`src/logic/cartridge_settings.svh`:
```
// Build-time sizes for the MegaROM cartridge front end
// The ROM address is ROM_BANK_BITS plus the 13 bits of an 8 KB page
// BANK_COUNT must stay 4 since the bank index comes from two address bits
`ifndef CARTRIDGE_SETTINGS_SVH
`define CARTRIDGE_SETTINGS_SVH

// Four 8 KB pages cover 4000h to BFFFh
`define BANK_COUNT 4

// Six bank bits address a 512 KB ROM
`define ROM_BANK_BITS 6

// Rising edges from the first edge that sees req high up to the edge that raises ack
`define ACK_LATENCY 3

`endif
```
`src/logic/cartridgePkg.sv`:
```
// Shared types for the MegaROM cartridge front end
// Only the opcode and controller state encodings live here
`include "cartridge_settings.svh"

package cartridgePkg;

    // Direction of one slot access from the host
    typedef enum logic [0:0] {
        OP_READ  = 1'b0,
        OP_WRITE = 1'b1
    } busOp_t;

    // Request sequence inside the bus controller
    // IDLE waits for req and strobes the mapper
    // DECODE sees the mapper result and strobes the sound registers
    // ACCESS collects the read result and raises ack
    // ACK holds the result until req falls
    typedef enum logic [1:0] {
        ST_IDLE   = 2'd0,
        ST_DECODE = 2'd1,
        ST_ACCESS = 2'd2,
        ST_ACK    = 2'd3
    } ctrlState_t;

endpackage

```
`src/logic/cartridgeIfs.sv`:
```
// Internal buses between the controller and its two helper blocks
// Strobes are single-cycle and all results coming back are registered
`timescale 1ns/1ps
`include "cartridge_settings.svh"

// Controller to bank mapper
interface mapBusIf;
    logic                         strobe;
    logic                         write;
    logic [15:0]                  addr;
    logic [7:0]                   wrData;
    logic                         scciMode;
    logic [`BANK_COUNT-1:0]       bankEnable;
    logic                         romHit;
    logic [`ROM_BANK_BITS+12:0]   romAddr;
    logic                         sccHit;

    modport ctrl (output strobe, write, addr, wrData, scciMode, bankEnable,
                  input romHit, romAddr, sccHit);
    modport mapper (input strobe, write, addr, wrData, scciMode, bankEnable,
                    output romHit, romAddr, sccHit);
endinterface

// Controller to sound register file
interface sccBusIf;
    logic       strobe;
    logic       write;
    logic [7:0] offset;
    logic [7:0] wrData;
    logic       scciMode;
    logic [7:0] rdData;

    modport ctrl (output strobe, write, offset, wrData, scciMode, input rdData);
    modport regs (input strobe, write, offset, wrData, scciMode, output rdData);
endinterface

```
`src/logic/sccMegaRom.sv`:
```
// MegaROM cartridge with SCC and SCC-I sound register front end
// The ROM is external and addressed through o_romAddr when o_romHit is set
// Audio generation, interrupts and wait states are not part of this block
// The host must follow the four-phase req/ack handshake with one access in flight
`timescale 1ns/1ps
`include "cartridge_settings.svh"

module sccMegaRom (
    input  logic                         CLK,
    input  logic                         RESET_n,
    input  logic                         i_req,
    input  cartridgePkg::busOp_t         i_op,
    input  logic [15:0]                  i_addr,
    input  logic [7:0]                   i_wrData,
    output logic                         o_ack,
    output logic [7:0]                   o_rdData,
    output logic                         o_romHit,
    output logic [`ROM_BANK_BITS+12:0]   o_romAddr
);

    mapBusIf mapBus ();
    sccBusIf sccBus ();

    // Sequencer and mode register
    cartridgeBusCtrl i_busCtrl (
        .CLK       (CLK),
        .RESET_n   (RESET_n),
        .i_req     (i_req),
        .i_op      (i_op),
        .i_addr    (i_addr),
        .i_wrData  (i_wrData),
        .o_ack     (o_ack),
        .o_rdData  (o_rdData),
        .o_romHit  (o_romHit),
        .o_romAddr (o_romAddr),
        .mapBus    (mapBus.ctrl),
        .sccBus    (sccBus.ctrl)
    );

    // Page translation and sound window decode
    bankMapper i_bankMapper (
        .CLK     (CLK),
        .RESET_n (RESET_n),
        .bus     (mapBus.mapper)
    );

    // Waves and channel control
    sccSoundRegs i_sccSoundRegs (
        .CLK     (CLK),
        .RESET_n (RESET_n),
        .bus     (sccBus.regs)
    );

endmodule

```
`src/logic/cartridgeBusCtrl.sv`:
```
// Four-phase req/ack sequencer for one slot access at a time
// Ack rises ACK_LATENCY edges after req is first seen and falls once req drops
// A write to BFFEh/BFFFh goes to the mode register and reaches no other block
// o_romAddr reads 0 whenever o_romHit is low
`timescale 1ns/1ps
`include "cartridge_settings.svh"

module cartridgeBusCtrl (
    input  logic                         CLK,
    input  logic                         RESET_n,
    input  logic                         i_req,
    input  cartridgePkg::busOp_t         i_op,
    input  logic [15:0]                  i_addr,
    input  logic [7:0]                   i_wrData,
    output logic                         o_ack,
    output logic [7:0]                   o_rdData,
    output logic                         o_romHit,
    output logic [`ROM_BANK_BITS+12:0]   o_romAddr,
    mapBusIf.ctrl                        mapBus,
    sccBusIf.ctrl                        sccBus
);

    cartridgePkg::ctrlState_t state;

    // Mode register fields
    logic                   scciModeQ;
    logic [`BANK_COUNT-1:0] bankEnableQ;

    // Request copy for the second half of the access
    logic       modeWriteQ;
    logic       writeQ;
    logic [7:0] offsetQ;
    logic [7:0] wrDataQ;

    logic isWrite;
    logic isModeWrite;

    always_comb begin
        isWrite     = i_op == cartridgePkg::OP_WRITE;
        isModeWrite = isWrite && (i_addr[15:1] == 15'h5FFF);
    end

    // The host holds its request stable so the mapper samples it directly at E0
    always_comb begin
        mapBus.strobe     = (state == cartridgePkg::ST_IDLE) && i_req && !isModeWrite;
        mapBus.write      = isWrite;
        mapBus.addr       = i_addr;
        mapBus.wrData     = i_wrData;
        mapBus.scciMode   = scciModeQ;
        mapBus.bankEnable = bankEnableQ;
    end

    // Sound strobe at E0+1 once the mapper has confirmed the window
    always_comb begin
        sccBus.strobe   = (state == cartridgePkg::ST_DECODE) && mapBus.sccHit && !modeWriteQ;
        sccBus.write    = writeQ;
        sccBus.offset   = offsetQ;
        sccBus.wrData   = wrDataQ;
        sccBus.scciMode = scciModeQ;
    end

    always_ff @(posedge CLK) begin
        if (state == cartridgePkg::ST_IDLE && i_req) begin
            writeQ  <= isWrite;
            offsetQ <= i_addr[7:0];
            wrDataQ <= i_wrData;
        end
    end

    always_ff @(posedge CLK or negedge RESET_n) begin
        if (!RESET_n) begin
            state       <= cartridgePkg::ST_IDLE;
            modeWriteQ  <= 1'b0;
            scciModeQ   <= 1'b0;
            bankEnableQ <= '1;
            o_ack       <= 1'b0;
            o_rdData    <= 8'hFF;
            o_romHit    <= 1'b0;
            o_romAddr   <= '0;
        end else begin
            case (state)
                cartridgePkg::ST_IDLE: begin
                    if (i_req) begin
                        modeWriteQ <= isModeWrite;
                        state      <= cartridgePkg::ST_DECODE;
                    end
                end
                cartridgePkg::ST_DECODE: begin
                    if (modeWriteQ) begin
                        // Bit 5 picks SCC-I and bit 4 locks every bank
                        scciModeQ      <= wrDataQ[5];
                        bankEnableQ[0] <= !wrDataQ[4];
                        // Bits 0 to 2 lock banks 1 to 3 one by one
                        for (int n = 1; n < `BANK_COUNT; n++) begin
                            bankEnableQ[n] <= !(wrDataQ[4] || wrDataQ[n-1]);
                        end
                    end
                    state <= cartridgePkg::ST_ACCESS;
                end
                cartridgePkg::ST_ACCESS: begin
                    if (!modeWriteQ && mapBus.sccHit) begin
                        o_rdData  <= sccBus.rdData;
                        o_romHit  <= 1'b0;
                        o_romAddr <= '0;
                    end else if (!modeWriteQ && mapBus.romHit) begin
                        // ROM data comes from outside so the bus itself reads high
                        o_rdData  <= 8'hFF;
                        o_romHit  <= 1'b1;
                        o_romAddr <= mapBus.romAddr;
                    end else begin
                        o_rdData  <= 8'hFF;
                        o_romHit  <= 1'b0;
                        o_romAddr <= '0;
                    end
                    o_ack <= 1'b1;
                    state <= cartridgePkg::ST_ACK;
                end
                cartridgePkg::ST_ACK: begin
                    // Results stay put for as long as the host keeps req high
                    if (!i_req) begin
                        o_ack <= 1'b0;
                        state <= cartridgePkg::ST_IDLE;
                    end
                end
                default: begin
                    state <= cartridgePkg::ST_IDLE;
                end
            endcase
        end
    end

endmodule

```
`src/logic/sccSoundRegs.sv`:
```
// Wave memory and channel control registers of the sound chip
// The offset is the low address byte inside the decoded sound window
// Control registers are write-only in both modes and read back as FFh
// In SCC mode a write to channel 3's wave also updates channel 4
`timescale 1ns/1ps
`include "cartridge_settings.svh"

module sccSoundRegs (
    input  logic  CLK,
    input  logic  RESET_n,
    sccBusIf.regs bus
);

    localparam int WaveBytes = 160;
    localparam int CtrlBytes = 16;

    // Five channels of 32 signed samples each
    logic [7:0] waveMem [WaveBytes];

    // Ten frequency bytes, five volumes and the channel enable byte
    logic [7:0] ctrlReg [CtrlBytes];

    logic waveHit;
    logic ctrlHit;
    logic mirrorCh4;

    // Drops the bits that have no storage on the real chip
    function automatic logic [7:0] maskCtrl(input logic [3:0] idx, input logic [7:0] data);
        logic [7:0] masked;
        masked = data;
        if (idx < 4'd10) begin
            // Odd frequency bytes only carry the upper 4 bits of the 12-bit period
            if (idx[0]) begin
                masked = {4'h0, data[3:0]};
            end
        end else if (idx < 4'd15) begin
            // Volumes are 4 bits
            masked = {4'h0, data[3:0]};
        end else begin
            // One enable bit per channel
            masked = {3'b000, data[4:0]};
        end
        return masked;
    endfunction

    // Decode the offset against the current layout
    always_comb begin
        if (bus.scciMode) begin
            // SCC-I gives every channel its own wave at 00h-9Fh
            waveHit   = bus.offset < 8'(WaveBytes);
            ctrlHit   = bus.offset[7:5] == 3'b101;
            mirrorCh4 = 1'b0;
        end else begin
            // SCC only decodes four waves at 00h-7Fh
            waveHit   = !bus.offset[7];
            ctrlHit   = bus.offset[7:5] == 3'b100;
            mirrorCh4 = bus.offset[7:5] == 3'b011;
        end
    end

    // Wave memory
    always_ff @(posedge CLK or negedge RESET_n) begin
        if (!RESET_n) begin
            for (int i = 0; i < WaveBytes; i++) begin
                waveMem[i] <= 8'h00;
            end
        end else if (bus.strobe && bus.write && waveHit) begin
            waveMem[bus.offset] <= bus.wrData;
            // Keep channel 4 in step so a later switch to SCC-I sees the same wave
            if (mirrorCh4) begin
                waveMem[{3'b100, bus.offset[4:0]}] <= bus.wrData;
            end
        end
    end

    // Control bytes are mirrored every 16 offsets in both modes
    always_ff @(posedge CLK or negedge RESET_n) begin
        if (!RESET_n) begin
            for (int i = 0; i < CtrlBytes; i++) begin
                ctrlReg[i] <= 8'h00;
            end
        end else if (bus.strobe && bus.write && ctrlHit) begin
            ctrlReg[bus.offset[3:0]] <= maskCtrl(bus.offset[3:0], bus.wrData);
        end
    end

    // Read data is ready one cycle after the strobe
    always_ff @(posedge CLK or negedge RESET_n) begin
        if (!RESET_n) begin
            bus.rdData <= 8'hFF;
        end else if (bus.strobe) begin
            if (!bus.write && waveHit) begin
                bus.rdData <= waveMem[bus.offset];
            end else begin
                // Writes and undecoded offsets float the data bus
                bus.rdData <= 8'hFF;
            end
        end
    end

endmodule

```
`src/logic/bankMapper.sv`:
```
// Bank registers and ROM page translation for 4000h to BFFFh
// Results are registered on the strobe and hold until the next strobe
// Bank register writes are gated by bankEnable from the mode register
// A sound window hit always clears the ROM hit for the same access
`timescale 1ns/1ps
`include "cartridge_settings.svh"

module bankMapper (
    input  logic     CLK,
    input  logic     RESET_n,
    mapBusIf.mapper  bus
);

    localparam int RomAddrBits = `ROM_BANK_BITS + 13;

    // Raw 8-bit bank values since the sound window decode looks at bits above the ROM width
    logic [7:0] bankReg [`BANK_COUNT];

    logic                   inRomWindow;
    logic [1:0]             bankIdx;
    logic                   isBankWrite;
    logic                   sccWindow;
    logic [RomAddrBits-1:0] romAddrNext;

    always_comb begin
        // Only 4000h-7FFFh and 8000h-BFFFh belong to the cartridge ROM
        inRomWindow = bus.addr[15] ^ bus.addr[14];

        // Page 4000h maps to bank 0 and A000h to bank 3
        // Within the window this is bits 14:13 offset by two pages
        bankIdx = {bus.addr[15], bus.addr[13]};

        // Bank register windows are 5000h, 7000h, 9000h and B000h, each 2 KB
        isBankWrite = bus.write && inRomWindow && (bus.addr[12:11] == 2'b10);

        // The sound window moves with the mode and is opened by a bank value
        if (bus.scciMode) begin
            // SCC-I uses B800h-BFFFh once bank 3 has bit 7 set
            sccWindow = (bus.addr[15:11] == 5'b10111) && bankReg[3][7];
        end else begin
            // Plain SCC uses 9800h-9FFFh once bank 2 holds 3Fh in its low bits
            sccWindow = (bus.addr[15:11] == 5'b10011) && (bankReg[2][5:0] == 6'h3F);
        end

        // Page number on top of the offset inside the 8 KB page
        romAddrNext = {bankReg[bankIdx][`ROM_BANK_BITS-1:0], bus.addr[12:0]};
    end

    // Bank registers start as a linear map of the first four pages
    always_ff @(posedge CLK or negedge RESET_n) begin
        if (!RESET_n) begin
            for (int i = 0; i < `BANK_COUNT; i++) begin
                bankReg[i] <= 8'(i);
            end
        end else if (bus.strobe && isBankWrite && bus.bankEnable[bankIdx]) begin
            bankReg[bankIdx] <= bus.wrData;
        end
    end

    // Result registers, read by the controller one cycle after the strobe
    always_ff @(posedge CLK or negedge RESET_n) begin
        if (!RESET_n) begin
            bus.romHit  <= 1'b0;
            bus.romAddr <= '0;
            bus.sccHit  <= 1'b0;
        end else if (bus.strobe) begin
            bus.sccHit <= sccWindow;
            // The sound window sits inside the ROM window and wins over it
            bus.romHit <= inRomWindow && !sccWindow;
            // Translation uses the bank value from before any write in this access
            if (inRomWindow && !sccWindow) begin
                bus.romAddr <= romAddrNext;
            end else begin
                bus.romAddr <= '0;
            end
        end
    end

endmodule

```
`config.mk`:
```
export PLATFORM = sky130hd
export DESIGN_NAME = sccMegaRom
export DESIGN_NICKNAME = d
export VERILOG_FILES = /design/src/logic/cartridgePkg.sv /design/src/logic/cartridgeIfs.sv /design/src/logic/sccMegaRom.sv /design/src/logic/cartridgeBusCtrl.sv /design/src/logic/sccSoundRegs.sv /design/src/logic/bankMapper.sv
export VERILOG_INCLUDE_DIRS = /design/src /design/src/logic
export SDC_FILE = /design/constraint.sdc
export NUM_CORES = 2
export LEC_CHECK = 0
export ABC_CLOCK_PERIOD_IN_PS = 5800
export CAP_MARGIN = 20
export CORE_UTILIZATION = 65
export CTS_CLUSTER_DIAMETER = 200
export DETAILED_ROUTE_END_ITERATION = 6
export DONT_BUFFER_PORTS = 1
export HOLD_SLACK_MARGIN = 0.03
export PLACE_DENSITY = 0.81
export SLEW_MARGIN = 20
export SYNTH_ARGS = -nofsm -noshare
export SYNTH_HDL_FRONTEND = slang
export SYNTH_HIERARCHICAL = 1
export SYNTH_SLANG_ARGS = --single-unit
export TNS_END_PERCENT = 1
```
`constraint.sdc`:
```
create_clock -name CLK -period 5.8 [get_ports CLK]
set_input_delay 1.16 -clock CLK [delete_from_list [all_inputs] [get_ports CLK]]
set_output_delay 1.16 -clock CLK [all_outputs]
set_load 0.005 [all_outputs]
```
* Word level (Yosys, flattened, before mapping) *
Index checks and enable logic that the tools add are counted.
Widths: inputs -> output; s select.

cells by class
  order comparisons = 8
  equal/unequal tests = 11
  multiplexer cells = 33
  bitwise operators = 4
  reduce and logical (&&, ||, !) cells = 38

operators by type and width
  cell                  number
  $bwmux 1280           2
  $mux 1280             1
  $demux 8 s8           2
  $bmux 8 s8            1
  $mux 19               3
  $mux 8                7
  $bwmux 32             1
  $logic_and 1x1->1     20
  $ge 9x9->1 const B    2
  $lt 9x1->1 const B    2
  $not 8->9             2
  $bmux 8 s2            1
  $demux 8 s2           1
  $eq 15x15->1 const B  1
  $mux 6                2
  $eq 5x5->1 const B    2
  $logic_not 1->1       9
  $lt 8x8->1 const B    1
  $pmux 2 s4            1
  $reduce_and 2->1      4
  $mux 1                7
  $eq 2x2->1 const B    3
  $eq 6x6->1 const B    1
  $mux 2                2
  other kinds (13)      16

storage, ports and cells
  bits in registers = 1,395
  bits of input ports = 28
  output and inout port bits = 29
  logic and storage cells = 273

* Depth between registers and ports, before layout *
  depth in word-level cells = 8
  gate-level depth with buffers = 12

* Cells and area by module *
The synthesis kept the hierarchy.

by module, submodules not included
  module            instances  cells each  area an instance (sq um)  sequential area each (sq um)
  sccSoundRegs      1          3,892       58,915.3                  32,240.9
  cartridgeBusCtrl  1          171         2,317.2                   1,451.4
  bankMapper        1          123         1,920.6                   1,156.1

* Least setup slack after synthesis *
OpenSTA, ideal clock, no wires.

  kind = reg2reg
  start = register i_busCtrl.modeWriteQ
  end = register i_sccSoundRegs/waveMem[776] (netlist bit)
  library setup time = 125 ps
  arrival = 2,426 ps
  required time = 5,675 ps
  path slack = 3,249 ps
  cell stages (with the launch flop) = 10
  path buffers = 3
  cells stage by stage = dfrtp_1 -> nand2b_1 -> buf_6 -> nor2_1 -> clkbuf_1 -> nand3_1 -> or2_2 -> clkbuf_1 -> nor2_2 -> mux2_2

on the way
  cells in the longest elaborated chain, start to end = 4

ends and longest elaborated chain
  what                             RTL line                text
  start, declared                  cartridgeBusCtrl.sv:30  logic modeWriteQ;
  start signal, assigned           cartridgeBusCtrl.sv:84  modeWriteQ <= isModeWrite;
  $logic_not 1->1                  cartridgeBusCtrl.sv:55  sccBus.strobe = (state == cartridgePkg::ST_DECODE) && mapBus.sccHit && !modeWriteQ;
  $logic_and 1x1->1                cartridgeBusCtrl.sv:55
  net sccBus.strobe                cartridgeIfs.sv:26      logic strobe;
  $logic_and 1x1->1 (2 in series)  sccSoundRegs.sv:67      end else if (bus.strobe && bus.write && waveHit) begin
  end signal, assigned by index    sccSoundRegs.sv:68      waveMem[bus.offset] <= bus.wrData;
  end signal, assigned by index    sccSoundRegs.sv:71      waveMem[{3'b100, bus.offset[4:0]}] <= bus.wrData;
  end, declared                    sccSoundRegs.sv:18      logic [7:0] waveMem [WaveBytes];

The timed path passes the listed nets, and every way through them passes these cells.
A chain may end at the register's enable or synchronous reset.

* Worst setup path in the final report *
  start = register i_busCtrl.offsetQ[0], in the netlist i_busCtrl/sccBus.offset[0]
  end = register i_sccSoundRegs.bus.rdData[7]

on the way
  cells in the longest elaborated chain, start to end = 5

ends and longest elaborated chain
  what                                        RTL line                text
  start, declared                             cartridgeBusCtrl.sv:32  logic [7:0] offsetQ;
  start signal, assigned                      cartridgeBusCtrl.sv:65  offsetQ <= i_addr[7:0];
  $not 8->9 (implied by the code)             sccSoundRegs.sv:93      bus.rdData <= waveMem[bus.offset];
  $bmux 8 s8                                  sccSoundRegs.sv:93
  $mux 8 (implied by the code) (2 in series)  sccSoundRegs.sv:93
  $mux 8 (*)                                  sccSoundRegs.sv:92      if (!bus.write && waveHit) begin
  end signal, assigned                        sccSoundRegs.sv:93
  end, declared                               cartridgeIfs.sv:34      modport regs (input strobe, write, offset, wrData, scciMode, output rdData);

Mark *: on every way between the ends. The rest lies on a longest branch, timed or not. The select of a mux whose other input is x is not followed.

==> results.sh <==
export IMPL_mappedNetlistNets=4218
export IMPL_cts_reportedPaths_clkPinSlew_ns=0.06
export IMPL_fin_crit_ns=4.33
export IMPL_grt_pass1_vias=38300
export IMPL_pin_count=57
export IMPL_hold_viol=0
export IMPL_fill_cells=6126
export IMPL_r2r_worst_path_cells=8
export IMPL_rsz0062_at_grt="false"
export IMPL_whs_ns=0.0951
export IMPL_ctsResizeCount=0
export IMPL_violations="DRC"
export IMPL_grt_max_degree=230
export IMPL_area_growth_pct=8.68
export IMPL_drc=1
export IMPL_fmax_mhz=231
export IMPL_nets=4102
export IMPL_clock_sinks=1388
export IMPL_drive_gt1_share_pct=46.8
export IMPL_grt_pass1_wl_mm=241
export IMPL_endpoint_kind="flop"
export IMPL_dieWidth_um=314
export IMPL_hold_buffers=0
export IMPL_first_pass_iters=7
export IMPL_leakage_nw=33.2
export IMPL_cts_tree="yes"
export IMPL_final_core_util_pct=71.8
export IMPL_hold_path_class="in -> async"
export IMPL_die_area_mm2=0.0984
export IMPL_clk_latency_ns=0.76
export IMPL_p_per_area_mw_per_mm2=313
export IMPL_ys_warn_count=6
export IMPL_synth_area_mm2=0.0631
export IMPL_clk_path_buf_depth=3
export IMPL_worst_setup_path_start_kind="flop"
export IMPL_fin_worst_skew_ns=0.0301
export IMPL_root_buffer="clkbuf_16"
export IMPL_gr_total_overflow=0
export IMPL_gp_congestion=0.906
export IMPL_final_setup_tns_ns=0
export IMPL_status="finished with violations"
export IMPL_period_share_pct=74.7
export IMPL_synth_avg_cell_area_um2=15.1
export IMPL_mostFrequentLayoutCells="dfrtp_1, mux2_2, mux4_2, mux2i_1, a22oi_1"
export IMPL_fp_coreArea_mm2=0.0956
export IMPL_via_per_inst=6.80
export IMPL_cp_required_ns=6.43
export IMPL_cp_max_fo=33
export IMPL_routed_wl_mm=156
export IMPL_drt_iter0_markers=3729
export IMPL_critPathKind="reg -> reg"
export IMPL_grtUsageTotal_pct=32.5
export IMPL_vias=37000
export IMPL_layout_commonest_cell="dfrtp_1"
export IMPL_post_cts_buffers=0
export IMPL_antenna_found_initial=1
export IMPL_syn_inst=4185
export IMPL_placementRows=113
export IMPL_ant_nets=0
export IMPL_slew_viol_final=0
export IMPL_arrival_ns=4.96
export IMPL_setup_violations_final=0
export IMPL_htreeDepth=4
export IMPL_antenna_cells=0
export IMPL_drv_cap=0
export IMPL_relSlewSlack_pct=24.1
export IMPL_io_buffers=0
export IMPL_die_y_um=314
export IMPL_worst_slew_pin_slew_ns=1.14
export IMPL_cts_buffers_inserted=139
export IMPL_start_util_pct=66.1
export IMPL_peakVddDrop_uv=325
export IMPL_wire_per_inst_um=28.6
export IMPL_dp_hpwl_mm=94.6
## routing by layer
layer  routed length [um]  up-vias  global-route usage [%]
li1                     -    15300                       -
met1                64000    20000                    45.6
met2                74600     1361                    50.2
met3                10900      359                    6.50
met4                 6110        0                    13.4
met5                    0        -                       0
## final timing paths
kind                                                 start                            to  slack, ns
worst max-delay path            i_busCtrl/sccBus.offset[0]  i_sccSoundRegs/bus.rdData[7]       1.47
worst min-delay path                               RESET_n   i_bankMapper/bus.romAddr[4]        0.1
worst max register to register  i_busCtrl/sccBus.offset[0]  i_sccSoundRegs/bus.rdData[7]       1.47
worst min register to register     i_bankMapper/bus.romHit       i_bankMapper/bus.romHit       0.49
max in group asynchronous                          RESET_n   i_sccSoundRegs/waveMem[266]       2.61
min in group CLK                   i_bankMapper/bus.romHit       i_bankMapper/bus.romHit       0.49
## cell type report
class                      instances  area, um2  area share, %
sequential                      1388      34800           50.8
multi-input combinational       2461      26600           38.8
clock buffer                     205       4160           6.07
tap                             1265       1580           2.31
timing repair buffer              71        906           1.32
clock inverter                    40        474          0.691
inverter                           8       30.0         0.0438
## worst max-delay path, stage by stage, from the launching register on
cell,delay (ns)
edfxtp_1,1.10
buf_12,0.34
buf_4,0.55
mux2i_1,0.28
a22oi_1,0.13
nand3_1,0.32
nand4_1,0.23
a2111oi_0,0.99
a31oi_1,0.20
## registers in the layout, summed over array words and instances, names as in the netlist, 2 cells and up
name	flops
i_busCtrl/o_romAddr	19
i_busCtrl/sccBus.wrData	8
i_busCtrl/o_rdData	8
i_busCtrl/state	2
i_sccSoundRegs/bus.rdData	8
i_bankMapper/bankReg	25
i_busCtrl/mapBus.bankEnable	4
i_sccSoundRegs/waveMem	1280
i_busCtrl/sccBus.offset	8
i_bankMapper/bus.romAddr	19
## power breakdown
part / internal [mW] / switching [mW] / total (mW)
Clock: 5.37 / 3.73 / 9.10
Combinational: 0.638 / 1.75 / 2.39
Sequential: 9.83 / 0.131 / 9.96
## metrics by stage
step	std cells	worst slack (ns)	cell area, um2	power, mW
floorplan	4185	3.25	63100	11.6
global placement	5187	1.57	63800	12.4
detailed placement	5190	1.57	63900	12.5
CTS	5435	1.54	68500	21.6
global route	5438	1.36	68600	22.1
finish	5438	1.47	68600	21.4
Note: power is estimated with default switching activity, not from simulation.
